$ cat src/hw/afe_pkg.sv
// Shared widths, field positions, register map and types, imported by every AFE RTL module
`default_nettype none

package afe_pkg;

  // Sample word layout
  localparam int unsigned AfeDataWidth = 32;
  localparam int unsigned AfePlWidth   = 16;
  localparam int unsigned AfeFlagLsb   = 16;
  localparam int unsigned AfeFlagWidth = 4;
  localparam int unsigned AfeChidLsb   = 28;
  localparam int unsigned AfeChidWidth = 4;

  // L2 side
  localparam int unsigned L2NumChs     = 4;
  localparam int unsigned L2AwidthNoal = 12;
  localparam int unsigned L2TransSize  = 16;

  // Flag path
  localparam int unsigned FlagCntWidth    = 6;
  localparam int unsigned FlagWordChidLsb = 24;

  // Configuration register map, channel i sits at base i*4
  localparam int unsigned           CfgAwidth   = 6;
  localparam logic [1:0]            CfgChStart  = 2'd0;
  localparam logic [1:0]            CfgChSize   = 2'd1;
  localparam logic [1:0]            CfgChCtrl   = 2'd2;
  localparam logic [CfgAwidth-1:0]  CfgMaskMode = 6'h20;
  localparam logic [CfgAwidth-1:0]  CfgFlagCtrl = 6'h21;

  // Bit positions inside the control words
  localparam int unsigned ChCtrlContBit   = 2;
  localparam int unsigned ChCtrlEnBit     = 3;
  localparam int unsigned ChCtrlClrBit    = 4;
  localparam int unsigned FlagCtrlEnBit   = 0;
  localparam int unsigned FlagCtrlMaskLsb = 4;
  localparam int unsigned FlagCtrlClrBit  = 8;

  typedef logic [AfeDataWidth-1:0] afe_data_t;
  typedef logic [L2AwidthNoal-1:0] l2_addr_t;
  typedef logic [L2TransSize-1:0]  trans_size_t;
  typedef logic [AfeChidWidth-1:0] chid_t;
  typedef logic [AfeFlagWidth-1:0] flag_t;
  typedef logic [FlagCntWidth-1:0] flag_cnt_t;
  // Step of 2**code bytes
  typedef logic [1:0]              data_size_t;
  typedef logic [1:0]              mask_mode_t;

  typedef enum logic {
    FLAG_IDLE,
    FLAG_TRIGGERED
  } flag_state_e;

endpackage

`default_nettype wire

$ cat src/hw/afe_cfg_regs.sv
// Write-only configuration registers of the AFE readout path, driving channel and flag settings
`timescale 1ns/1ps
`default_nettype none

module afe_cfg_regs (
  input  logic                                            clk_i,
  input  logic                                            rst_ni,
  input  logic                                            cfg_valid_i,
  input  logic [afe_pkg::CfgAwidth-1:0]                   cfg_addr_i,
  input  afe_pkg::afe_data_t                              cfg_wdata_i,
  output afe_pkg::l2_addr_t    [afe_pkg::L2NumChs-1:0]    ch_start_o,
  output afe_pkg::trans_size_t [afe_pkg::L2NumChs-1:0]    ch_size_o,
  output afe_pkg::data_size_t  [afe_pkg::L2NumChs-1:0]    ch_datasize_o,
  output logic                 [afe_pkg::L2NumChs-1:0]    ch_continuous_o,
  output logic                 [afe_pkg::L2NumChs-1:0]    ch_en_pulse_o,
  output logic                 [afe_pkg::L2NumChs-1:0]    ch_clr_pulse_o,
  output afe_pkg::mask_mode_t                             mask_mode_o,
  output logic                                            flag_en_o,
  output afe_pkg::flag_t                                  flag_mask_o,
  output logic                                            flag_clr_o
);

  import afe_pkg::*;

  logic [L2NumChs-1:0] ch_sel;
  logic                mask_mode_wr;
  logic                flag_ctrl_wr;

  // Channel block decode on the upper address bits
  always_comb begin
    for (int i = 0; i < L2NumChs; i++) begin
      ch_sel[i] = cfg_valid_i && ((cfg_addr_i >> 2) == CfgAwidth'(i));
    end
  end

  assign mask_mode_wr = cfg_valid_i && (cfg_addr_i == CfgMaskMode);
  assign flag_ctrl_wr = cfg_valid_i && (cfg_addr_i == CfgFlagCtrl);

  always_ff @(posedge clk_i or negedge rst_ni) begin
    if (!rst_ni) begin
      ch_start_o      <= '0;
      ch_size_o       <= '0;
      ch_datasize_o   <= '0;
      ch_continuous_o <= '0;
      ch_en_pulse_o   <= '0;
      ch_clr_pulse_o  <= '0;
      mask_mode_o     <= '0;
      flag_en_o       <= 1'b0;
      flag_mask_o     <= '0;
      flag_clr_o      <= 1'b0;
    end else begin
      // Pulses last a single cycle
      ch_en_pulse_o  <= '0;
      ch_clr_pulse_o <= '0;
      flag_clr_o     <= 1'b0;

      for (int i = 0; i < L2NumChs; i++) begin
        if (ch_sel[i]) begin
          case (cfg_addr_i[1:0])
            CfgChStart: ch_start_o[i] <= cfg_wdata_i[L2AwidthNoal-1:0];
            CfgChSize:  ch_size_o[i]  <= cfg_wdata_i[L2TransSize-1:0];
            CfgChCtrl: begin
              ch_datasize_o[i]   <= cfg_wdata_i[1:0];
              ch_continuous_o[i] <= cfg_wdata_i[ChCtrlContBit];
              ch_en_pulse_o[i]   <= cfg_wdata_i[ChCtrlEnBit];
              ch_clr_pulse_o[i]  <= cfg_wdata_i[ChCtrlClrBit];
            end
            default: ;
          endcase
        end
      end

      if (mask_mode_wr) begin
        mask_mode_o <= cfg_wdata_i[1:0];
      end

      if (flag_ctrl_wr) begin
        flag_en_o   <= cfg_wdata_i[FlagCtrlEnBit];
        flag_mask_o <= cfg_wdata_i[FlagCtrlMaskLsb +: AfeFlagWidth];
        flag_clr_o  <= cfg_wdata_i[FlagCtrlClrBit];
      end
    end
  end

endmodule

`default_nettype wire

$ cat src/hw/afe_flag_fsm.sv
// Flag event state machine that raises the flag event and counts flag word transfers
`timescale 1ns/1ps
`default_nettype none

module afe_flag_fsm (
  input  logic               clk_i,
  input  logic               rst_ni,
  input  logic               flag_tf_i,
  input  logic               flag_clr_i,
  output logic               flag_event_o,
  output afe_pkg::flag_cnt_t flag_cnt_o
);

  import afe_pkg::*;

  flag_state_e state_q;
  flag_state_e state_d;
  flag_cnt_t   cnt_d;
  logic        event_d;

  always_comb begin
    state_d = state_q;
    cnt_d   = flag_cnt_o;
    event_d = 1'b0;

    case (state_q)
      FLAG_IDLE: begin
        if (flag_tf_i) begin
          state_d = FLAG_TRIGGERED;
          cnt_d   = flag_cnt_t'(1);
          event_d = 1'b1;
        end
      end
      FLAG_TRIGGERED: begin
        if (flag_clr_i && !flag_tf_i) begin
          state_d = FLAG_IDLE;
          cnt_d   = '0;
        end else if (flag_clr_i) begin
          // Clear and transfer together restart the count
          cnt_d   = flag_cnt_t'(1);
          event_d = 1'b1;
        end else if (flag_tf_i) begin
          cnt_d = flag_cnt_o + flag_cnt_t'(1);
        end
      end
      default: state_d = FLAG_IDLE;
    endcase
  end

  always_ff @(posedge clk_i or negedge rst_ni) begin
    if (!rst_ni) begin
      state_q      <= FLAG_IDLE;
      flag_cnt_o   <= '0;
      flag_event_o <= 1'b0;
    end else begin
      state_q      <= state_d;
      flag_cnt_o   <= cnt_d;
      flag_event_o <= event_d;
    end
  end

endmodule

`default_nettype wire

$ cat src/hw/afe_l2_addrgen.sv
// Per-channel L2 address generator, instantiated once for every L2 channel in the top level
`timescale 1ns/1ps
`default_nettype none

module afe_l2_addrgen (
  input  logic                 clk_i,
  input  logic                 rst_ni,
  input  afe_pkg::l2_addr_t    start_i,
  input  afe_pkg::trans_size_t size_i,
  input  afe_pkg::data_size_t  datasize_i,
  input  logic                 continuous_i,
  input  logic                 en_pulse_i,
  input  logic                 clr_pulse_i,
  input  logic                 advance_i,
  output afe_pkg::l2_addr_t    curr_addr_o,
  output afe_pkg::trans_size_t wr_ptr_o,
  output logic                 en_o,
  output logic                 event_o
);

  import afe_pkg::*;

  trans_size_t step;
  trans_size_t bytes_left_q;
  logic        last_beat;

  // Bytes per beat
  assign step      = trans_size_t'(1) << datasize_i;
  assign last_beat = (bytes_left_q <= step);

  always_ff @(posedge clk_i or negedge rst_ni) begin
    if (!rst_ni) begin
      curr_addr_o  <= '0;
      wr_ptr_o     <= '0;
      bytes_left_q <= '0;
      en_o         <= 1'b0;
      event_o      <= 1'b0;
    end else begin
      event_o <= 1'b0;

      if (clr_pulse_i) begin
        en_o <= 1'b0;
      end else if (en_pulse_i) begin
        curr_addr_o  <= start_i;
        wr_ptr_o     <= '0;
        bytes_left_q <= size_i;
        en_o         <= 1'b1;
      end else if (advance_i && en_o) begin
        if (last_beat) begin
          // End of transfer
          event_o <= 1'b1;
          if (continuous_i) begin
            curr_addr_o  <= start_i;
            wr_ptr_o     <= '0;
            bytes_left_q <= size_i;
          end else begin
            en_o <= 1'b0;
          end
        end else begin
          curr_addr_o  <= curr_addr_o + l2_addr_t'(step);
          wr_ptr_o     <= wr_ptr_o + step;
          bytes_left_q <= bytes_left_q - step;
        end
      end
    end
  end

endmodule

`default_nettype wire

$ cat src/hw/afe_sample_router.sv
// Routes buffer samples to the L2 write stage by channel ID and captures flag words
`timescale 1ns/1ps
`default_nettype none

module afe_sample_router (
  input  logic                                         clk_i,
  input  logic                                         rst_ni,
  input  logic                                         buff_valid_i,
  input  afe_pkg::afe_data_t                           buff_rdata_i,
  output logic                                         buff_ready_o,
  input  logic                 [afe_pkg::L2NumChs-1:0] ch_en_i,
  input  afe_pkg::l2_addr_t    [afe_pkg::L2NumChs-1:0] ch_addr_i,
  input  afe_pkg::trans_size_t [afe_pkg::L2NumChs-1:0] ch_wr_ptr_i,
  input  afe_pkg::data_size_t  [afe_pkg::L2NumChs-1:0] ch_datasize_i,
  input  afe_pkg::mask_mode_t                          mask_mode_i,
  input  logic                                         flag_en_i,
  input  afe_pkg::flag_t                               flag_mask_i,
  output logic                 [afe_pkg::L2NumChs-1:0] advance_o,
  output logic                                         l2_valid_o,
  input  logic                                         l2_ready_i,
  output afe_pkg::l2_addr_t                            l2_addr_o,
  output afe_pkg::data_size_t                          l2_size_o,
  output afe_pkg::afe_data_t                           l2_wdata_o,
  output logic                                         flag_valid_o,
  input  logic                                         flag_ready_i,
  output afe_pkg::afe_data_t                           flag_data_o
);

  import afe_pkg::*;

  logic [AfePlWidth-1:0] payload;
  flag_t                 flags;
  chid_t                 chid;
  logic [L2NumChs-1:0]   ch_match;
  l2_addr_t              sel_addr;
  trans_size_t           sel_wr_ptr;
  data_size_t            sel_size;
  afe_data_t             masked_data;
  afe_data_t             flag_word;
  logic                  accept;
  logic                  route;
  logic                  flag_hit;

  assign payload = buff_rdata_i[0 +: AfePlWidth];
  assign flags   = buff_rdata_i[AfeFlagLsb +: AfeFlagWidth];
  assign chid    = buff_rdata_i[AfeChidLsb +: AfeChidWidth];

  // Out-of-range IDs match no channel
  always_comb begin
    ch_match   = '0;
    sel_addr   = '0;
    sel_wr_ptr = '0;
    sel_size   = '0;
    for (int i = 0; i < L2NumChs; i++) begin
      ch_match[i] = ch_en_i[i] && (chid == chid_t'(i));
      if (ch_match[i]) begin
        sel_addr   = ch_addr_i[i];
        sel_wr_ptr = ch_wr_ptr_i[i];
        sel_size   = ch_datasize_i[i];
      end
    end
  end

  always_comb begin
    masked_data = '0;
    case (mask_mode_i)
      2'd0: masked_data = buff_rdata_i;
      2'd1: begin
        masked_data[0 +: AfePlWidth]            = payload;
        masked_data[AfeFlagLsb +: AfeFlagWidth] = flags;
      end
      2'd2: masked_data[0 +: AfePlWidth] = payload;
      default: masked_data = {{(AfeDataWidth-AfePlWidth){payload[AfePlWidth-1]}}, payload};
    endcase
  end

  always_comb begin
    flag_word                                  = '0;
    flag_word[FlagWordChidLsb +: AfeChidWidth] = chid;
    flag_word[AfeFlagLsb +: AfeFlagWidth]      = flags;
    flag_word[0 +: L2TransSize]                = sel_wr_ptr;
  end

  // One beat in flight, so a stalled beat blocks the input
  assign buff_ready_o = !l2_valid_o || l2_ready_i;
  assign accept       = buff_valid_i && buff_ready_o;
  assign route        = accept && (|ch_match);
  assign advance_o    = accept ? ch_match : '0;
  assign flag_hit     = route && flag_en_i && (|(flags & flag_mask_i));

  always_ff @(posedge clk_i or negedge rst_ni) begin
    if (!rst_ni) begin
      l2_valid_o   <= 1'b0;
      flag_valid_o <= 1'b0;
    end else begin
      if (route) begin
        l2_valid_o <= 1'b1;
      end else if (l2_ready_i) begin
        l2_valid_o <= 1'b0;
      end

      // A newer flag replaces a pending one
      if (flag_hit) begin
        flag_valid_o <= 1'b1;
      end else if (flag_ready_i) begin
        flag_valid_o <= 1'b0;
      end
    end
  end

  always_ff @(posedge clk_i) begin
    if (route) begin
      l2_addr_o  <= sel_addr;
      l2_size_o  <= sel_size;
      l2_wdata_o <= masked_data;
    end
    if (flag_hit) begin
      flag_data_o <= flag_word;
    end
  end

endmodule

`default_nettype wire

$ cat src/hw/afe_top.sv
// Top level of the AFE readout path joining registers, router, flag machine and L2 channels
`timescale 1ns/1ps
`default_nettype none

module afe_top (
  input  logic                            clk_i,
  input  logic                            rst_ni,
  // Configuration writes
  input  logic                            cfg_valid_i,
  input  logic [afe_pkg::CfgAwidth-1:0]   cfg_addr_i,
  input  afe_pkg::afe_data_t              cfg_wdata_i,
  // Buffer samples
  input  logic                            buff_valid_i,
  input  afe_pkg::afe_data_t              buff_rdata_i,
  output logic                            buff_ready_o,
  // L2 write
  output logic                            l2_valid_o,
  input  logic                            l2_ready_i,
  output afe_pkg::l2_addr_t               l2_addr_o,
  output afe_pkg::data_size_t             l2_size_o,
  output afe_pkg::afe_data_t              l2_wdata_o,
  // Flag words
  output logic                            flag_valid_o,
  input  logic                            flag_ready_i,
  output afe_pkg::afe_data_t              flag_data_o,
  // Events
  output logic [afe_pkg::L2NumChs-1:0]    l2_event_o,
  output logic                            flag_event_o,
  output afe_pkg::flag_cnt_t              flag_cnt_o
);

  import afe_pkg::*;

  l2_addr_t    [L2NumChs-1:0] ch_start;
  trans_size_t [L2NumChs-1:0] ch_size;
  data_size_t  [L2NumChs-1:0] ch_datasize;
  logic        [L2NumChs-1:0] ch_continuous;
  logic        [L2NumChs-1:0] ch_en_pulse;
  logic        [L2NumChs-1:0] ch_clr_pulse;
  logic        [L2NumChs-1:0] ch_en;
  l2_addr_t    [L2NumChs-1:0] ch_addr;
  trans_size_t [L2NumChs-1:0] ch_wr_ptr;
  logic        [L2NumChs-1:0] advance;
  mask_mode_t                 mask_mode;
  logic                       flag_en;
  flag_t                      flag_mask;
  logic                       flag_clr;
  logic                       flag_tf;

  assign flag_tf = flag_valid_o && flag_ready_i;

  afe_cfg_regs u_cfg_regs (
    .clk_i           (clk_i),
    .rst_ni          (rst_ni),
    .cfg_valid_i     (cfg_valid_i),
    .cfg_addr_i      (cfg_addr_i),
    .cfg_wdata_i     (cfg_wdata_i),
    .ch_start_o      (ch_start),
    .ch_size_o       (ch_size),
    .ch_datasize_o   (ch_datasize),
    .ch_continuous_o (ch_continuous),
    .ch_en_pulse_o   (ch_en_pulse),
    .ch_clr_pulse_o  (ch_clr_pulse),
    .mask_mode_o     (mask_mode),
    .flag_en_o       (flag_en),
    .flag_mask_o     (flag_mask),
    .flag_clr_o      (flag_clr)
  );

  afe_sample_router u_router (
    .clk_i         (clk_i),
    .rst_ni        (rst_ni),
    .buff_valid_i  (buff_valid_i),
    .buff_rdata_i  (buff_rdata_i),
    .buff_ready_o  (buff_ready_o),
    .ch_en_i       (ch_en),
    .ch_addr_i     (ch_addr),
    .ch_wr_ptr_i   (ch_wr_ptr),
    .ch_datasize_i (ch_datasize),
    .mask_mode_i   (mask_mode),
    .flag_en_i     (flag_en),
    .flag_mask_i   (flag_mask),
    .advance_o     (advance),
    .l2_valid_o    (l2_valid_o),
    .l2_ready_i    (l2_ready_i),
    .l2_addr_o     (l2_addr_o),
    .l2_size_o     (l2_size_o),
    .l2_wdata_o    (l2_wdata_o),
    .flag_valid_o  (flag_valid_o),
    .flag_ready_i  (flag_ready_i),
    .flag_data_o   (flag_data_o)
  );

  afe_flag_fsm u_flag_fsm (
    .clk_i        (clk_i),
    .rst_ni       (rst_ni),
    .flag_tf_i    (flag_tf),
    .flag_clr_i   (flag_clr),
    .flag_event_o (flag_event_o),
    .flag_cnt_o   (flag_cnt_o)
  );

  // One address generator per L2 channel
  for (genvar i = 0; i < L2NumChs; i++) begin : gen_l2_ch
    afe_l2_addrgen u_addrgen (
      .clk_i        (clk_i),
      .rst_ni       (rst_ni),
      .start_i      (ch_start[i]),
      .size_i       (ch_size[i]),
      .datasize_i   (ch_datasize[i]),
      .continuous_i (ch_continuous[i]),
      .en_pulse_i   (ch_en_pulse[i]),
      .clr_pulse_i  (ch_clr_pulse[i]),
      .advance_i    (advance[i]),
      .curr_addr_o  (ch_addr[i]),
      .wr_ptr_o     (ch_wr_ptr[i]),
      .en_o         (ch_en[i]),
      .event_o      (l2_event_o[i])
    );
  end

endmodule

`default_nettype wire

$ cat config.mk
export PLATFORM = sky130hd
export DESIGN_NAME = afe_top
export DESIGN_NICKNAME = d
export VERILOG_FILES = /design/src/hw/afe_pkg.sv /design/src/hw/afe_cfg_regs.sv /design/src/hw/afe_flag_fsm.sv /design/src/hw/afe_l2_addrgen.sv /design/src/hw/afe_sample_router.sv /design/src/hw/afe_top.sv
export SDC_FILE = /design/constraint.sdc
export NUM_CORES = 1
export LEC_CHECK = 0
export ABC_AREA = 1
export BUFFER_PORTS_ARGS = -buffer_cell sky130_fd_sc_hd__buf_4
export CORE_ASPECT_RATIO = 0.5
export CORE_MARGIN = 2
export CORE_UTILIZATION = 50
export CTS_BUF_LIST = sky130_fd_sc_hd__clkbuf_8
export CTS_CLUSTER_DIAMETER = 50
export DETAILED_ROUTE_END_ITERATION = 6
export GPL_ROUTABILITY_DRIVEN = 0
export GPL_TIMING_DRIVEN = 0
export PLACE_DENSITY = 0.79
export SLEW_MARGIN = 15
export SYNTH_ARGS = -nofsm -noshare
export SYNTH_HDL_FRONTEND = slang
export SYNTH_SLANG_ARGS = --single-unit
$ cat constraint.sdc
create_clock -name clk_i -period 3.5 [get_ports clk_i]
set_input_delay 0.175 -clock clk_i [delete_from_list [all_inputs] [get_ports clk_i]]
set_output_delay 0.175 -clock clk_i [all_outputs]
set_load 0.005 [all_outputs]
==> results.py <==
metrics = {
    "run_status": {
        "status": "completed",
    },
    "floorplan": {
        "die_x_microns": 301,
        "std_cell_rows": 54,
        "start_util_pct": 50.5,
        "coreArea_sq_um": 43500,
        "die_height_microns": 152,
        "die_area_sq_um": 45800,
        "ios": 168,
    },
    "grt": {
        "grt_pass1_vias": 19690,
        "track_usage_pct": 29.6,
        "grt_antenna_before_repair": 1,
        "grt_overflow_total": 0,
        "grt_max_degree": 100,
        "grt_pass1_wl_microns": 107000,
    },
    "synth": {
        "syn_area_per_cell_sq_um": 7.79,
        "synth_edf_count": 70,
        "ys_types": 48,
        "synthArstFlopShare_pct": 82.7,
        "yosysWarnings": 0,
        "ys_seq_area_share_pct": 47.6,
        "yosys.area.top_type_share_pct": 38.0,
        "synth-seq-cells": 404,
        "yosys.area.top_type": "dfrtp_1",
        "synth_ff_type": "dfrtp_1",
        "netlist_area_sq_um": 22000,
        "synth_area_leaders": "dfrtp_1, nand2_1, edfxtp_1",
        "syn_inst": 2825,
    },
    "detailed_routing": {
        "via_per_inst": 5.63,
        "drc_errors": 0,
        "wl_microns": 68400,
        "vias": 20997,
        "postRouteAntennaNets": 0,
        "drt_first_pass_iters": 6,
        "drt_iter0_markers": 2567,
        "post_drt_wl_per_cell_microns": 18.3,
    },
    "placed_design": {
        "portBuffers": 143,
        "dpl.hpwl_microns": 49400,
        "dp_cells": 3567,
    },
    "power": {
        "pwr-share-comb_pct": 34.6,
        "ir_drop_mv": 0.338,
        "internal_power_uw": 9800,
        "p_per_area_nw_per_um2": 627,
        "p_leak_uw": 0.0129,
        "switching_share_pct": 39.3,
        "clkPwrFrac_pct": 25.7,
        "power_switching_uw": 6350,
        "seqPwrFrac_pct": 39.7,
        "finalPower_uw": 16200,
    },
    "hold_path": {
        "hold_depth": 6,
        "hold_class": "in2reg",
        "min_to": "u_cfg_regs.mask_mode_o[0]",
        "min_from": "cfg_addr_i[5]",
    },
    "critical_path": {
        "arrival_ns": 3.90,
        "critPathBufInv": 3,
        "cpMaxStageDelayCell": "nor2_1",
        "critPathTopFamily": "simple AND/OR/NAND/NOR gates",
        "cp-start-kind": "flip-flop",
        "path_max_fanout": 10,
        "setup.worst_path.end_class": "flip-flop",
        "critical_path.most_common_cell": "nand2_1",
        "critical_path_required_ns": 4.10,
        "reg2regPathDepth": 14,
        "crit_type": "reg2reg",
        "slowest_delay_ns": 0.49,
        "r2r_slack_ns": 0.19,
        "r2r_start": "u_cfg_regs.ch_datasize_o[1]",
        "worstPathCellList": "nor2_1 -> ha_1 -> inv_1 -> fa_1 -> nand2_1 -> nand2_1 -> nand2_1 -> nand3_1 -> inv_1 -> nor2_2 -> nor2_8 -> buf_6 -> nand2_1 -> nand3_1",
        "rr_endpoint": "gen_l2_ch[0].u_addrgen.bytes_left_q[10]",
    },
    "sta": {
        "finClkSkew_ns": 0.0395,
        "max_slew.worst_pin.slew_ns": 1.13,
        "finalSetupViolCount": 0,
        "hold_violations": 0,
        "fin_crit_sh_pct": 94.5,
        "whs_ns": 0.0707,
        "rsz0062_at_grt": "no",
        "period_needed_ns": 3.31,
        "final.setup.tns_ns": 0,
        "fmaxAchievable_mhz": 302,
        "maxSlewViolCount": 0,
        "relSlewSlack_pct": 24.8,
    },
    "flow_run": {
        "max_cap_viol_count": 0,
    },
    "layout": {
        "fin_util_pct": 59.2,
        "multi_input_area_sq_um": 9900,
        "seq_area_sq_um": 10500,
        "n_fill_cell": 3840,
        "area_growth_syn_to_layout_pct": 17.1,
        "drive_gt1_share_pct": 11.2,
        "diodes": 0,
        "fin_cells": 3732,
        "nets": 3230,
    },
    "cts": {
        "root_buffer": "clkbuf_8",
        "cts_setup_buffers": 0,
        "h-tree-depth": 2,
        "clock_path_buffers": 3,
        "cts_buffers": 59,
        "cts_tree": "yes",
        "cts.sinks": 404,
        "clock_latency_ns": 0.67,
        "path_clk_slew_ns": 0.07,
    },
}
worst min-delay path: stages:
cell and delay [ns]:
buf_4 0.12, inv_1 0.05, nor2_1 0.07, nand3_1 0.14, nand2_1 0.05, o21ai_0 0.07
Yosys cell counts (7+ instances only):
| master | instances |
|---|---|
| nand2_1 | 974 |
| dfrtp_1 | 334 |
| inv_1 | 277 |
| nand3_1 | 255 |
| o21ai_0 | 221 |
| nor2_1 | 196 |
| edfxtp_1 | 70 |
| nand4_1 | 68 |
| a21oi_1 | 57 |
| ha_1 | 49 |
| clkbuf_1 | 43 |
| xor2_1 | 40 |
| nor3_1 | 27 |
| buf_4 | 21 |
| buf_2 | 20 |
| o21ai_1 | 20 |
| o22ai_1 | 18 |
| xnor2_1 | 18 |
| buf_6 | 14 |
| nand2_2 | 13 |
| fa_1 | 12 |
| or2_2 | 11 |
| nor2_2 | 7 |
| o2111ai_1 | 7 |
kinds of logic after synthesis:
| logic type | after synthesis | synth area share (%) |
|---|---|---|
| buffers and inverters | 388 | 7.60 |
| XOR/XNOR | 58 | 2.31 |
| AND/OR/NAND/NOR | 1578 | 30.5 |
| flip-flops | 404 | 47.6 |
| adder cells (fa/ha/maj) | 61 | 3.88 |
| AO/OA/AOI/OAI | 335 | 8.13 |
| other | 1 | 0.0170 |
timing repair:
item / in CTS / in global routing
hold endpoints to repair: 405 / 0
setup endpoints to repair: 0 / 39
resized for setup: 0 / 2
hold buffers: 53 / 0
cell type report:
cell class,count,share of cell area (%)
plain buffers,102,2.30
clock buffers,71,3.79
clock inverters,41,1.18
inverters,286,4.19
multi-input cells,2040,38.4
flip-flops and latches,404,40.6
well taps,588,2.86
repair buffers,200,6.65
metal layers:
layer	vias to the layer above	GRT usage, %	wire (microns)
met5	-	0	0
li1	9667	-	-
met4	0	10.6	2590
met2	1214	43.8	28700
met3	220	7.50	8380
met1	9896	42.3	28700
how the worst max path moves through the flow:
stage                                                    to                         from  slack [ns]  cells past startpoint
floorplan            gen_l2_ch[0].u_addrgen.curr_addr_o[11]  u_cfg_regs.ch_datasize_o[0]        1.11                     14
global placement                   u_flag_fsm.flag_cnt_o[3]                       rst_ni       -0.94                      1
detailed placement    gen_l2_ch[2].u_addrgen.curr_addr_o[4]  u_cfg_regs.ch_datasize_o[4]        0.24                     12
CTS                 gen_l2_ch[0].u_addrgen.bytes_left_q[10]  u_cfg_regs.ch_datasize_o[0]        0.23                     14
global route         gen_l2_ch[2].u_addrgen.curr_addr_o[10]  u_cfg_regs.ch_datasize_o[5]        0.04                     12
finish              gen_l2_ch[0].u_addrgen.bytes_left_q[10]  u_cfg_regs.ch_datasize_o[1]        0.19                     14
placed cells by master, fill, tap and decap left out, drive strengths merged, types with 27 or more instances in the layout:
cell type    Yosys  final
nand2          990    990
dfrtp          334    334
inv            284    307
nand3          259    259
o21ai          241    241
nor2           211    211
buf             59    206
clkbuf          43    114
edfxtp          70     70
nand4           68     68
a21oi           62     62
dlygate4sd3      0     53
ha              49     49
xor2            40     40
nor3            27     27
power groups by stage:
stage | combinational, uW | sequential, uW | clock [uW]
floorplan | 4000 | 6260 | 0
global placement | 5130 | 6440 | 0
detailed placement | 5330 | 6460 | 0
CTS | 5440 | 6390 | 4190
global route | 6270 | 6520 | 4410
finish | 5590 | 6420 | 4150
registers in the layout (all words and copies together) (netlist names), 6 cells and up:
register and count:
u_cfg_regs.ch_size_o 64, u_router.flag_data_o 24, gen_l2_ch.u_addrgen.wr_ptr_o 64, gen_l2_ch.u_addrgen.curr_addr_o 48, u_flag_fsm.flag_cnt_o 6, u_cfg_regs.ch_start_o 48, u_cfg_regs.ch_datasize_o 8, gen_l2_ch.u_addrgen.bytes_left_q 64
u_router.l2_addr_o 12, u_router.l2_wdata_o 32
per-stage QoR:
stage               cell area [sq um]  setup slack, ns
global placement                23800           -0.939
global route                    25800           0.0374
CTS                             25800            0.227
detailed placement              23900            0.244
finish                          25800            0.193
floorplan                       22000             1.11
No activity file was read; power rests on OpenSTA's default activity.
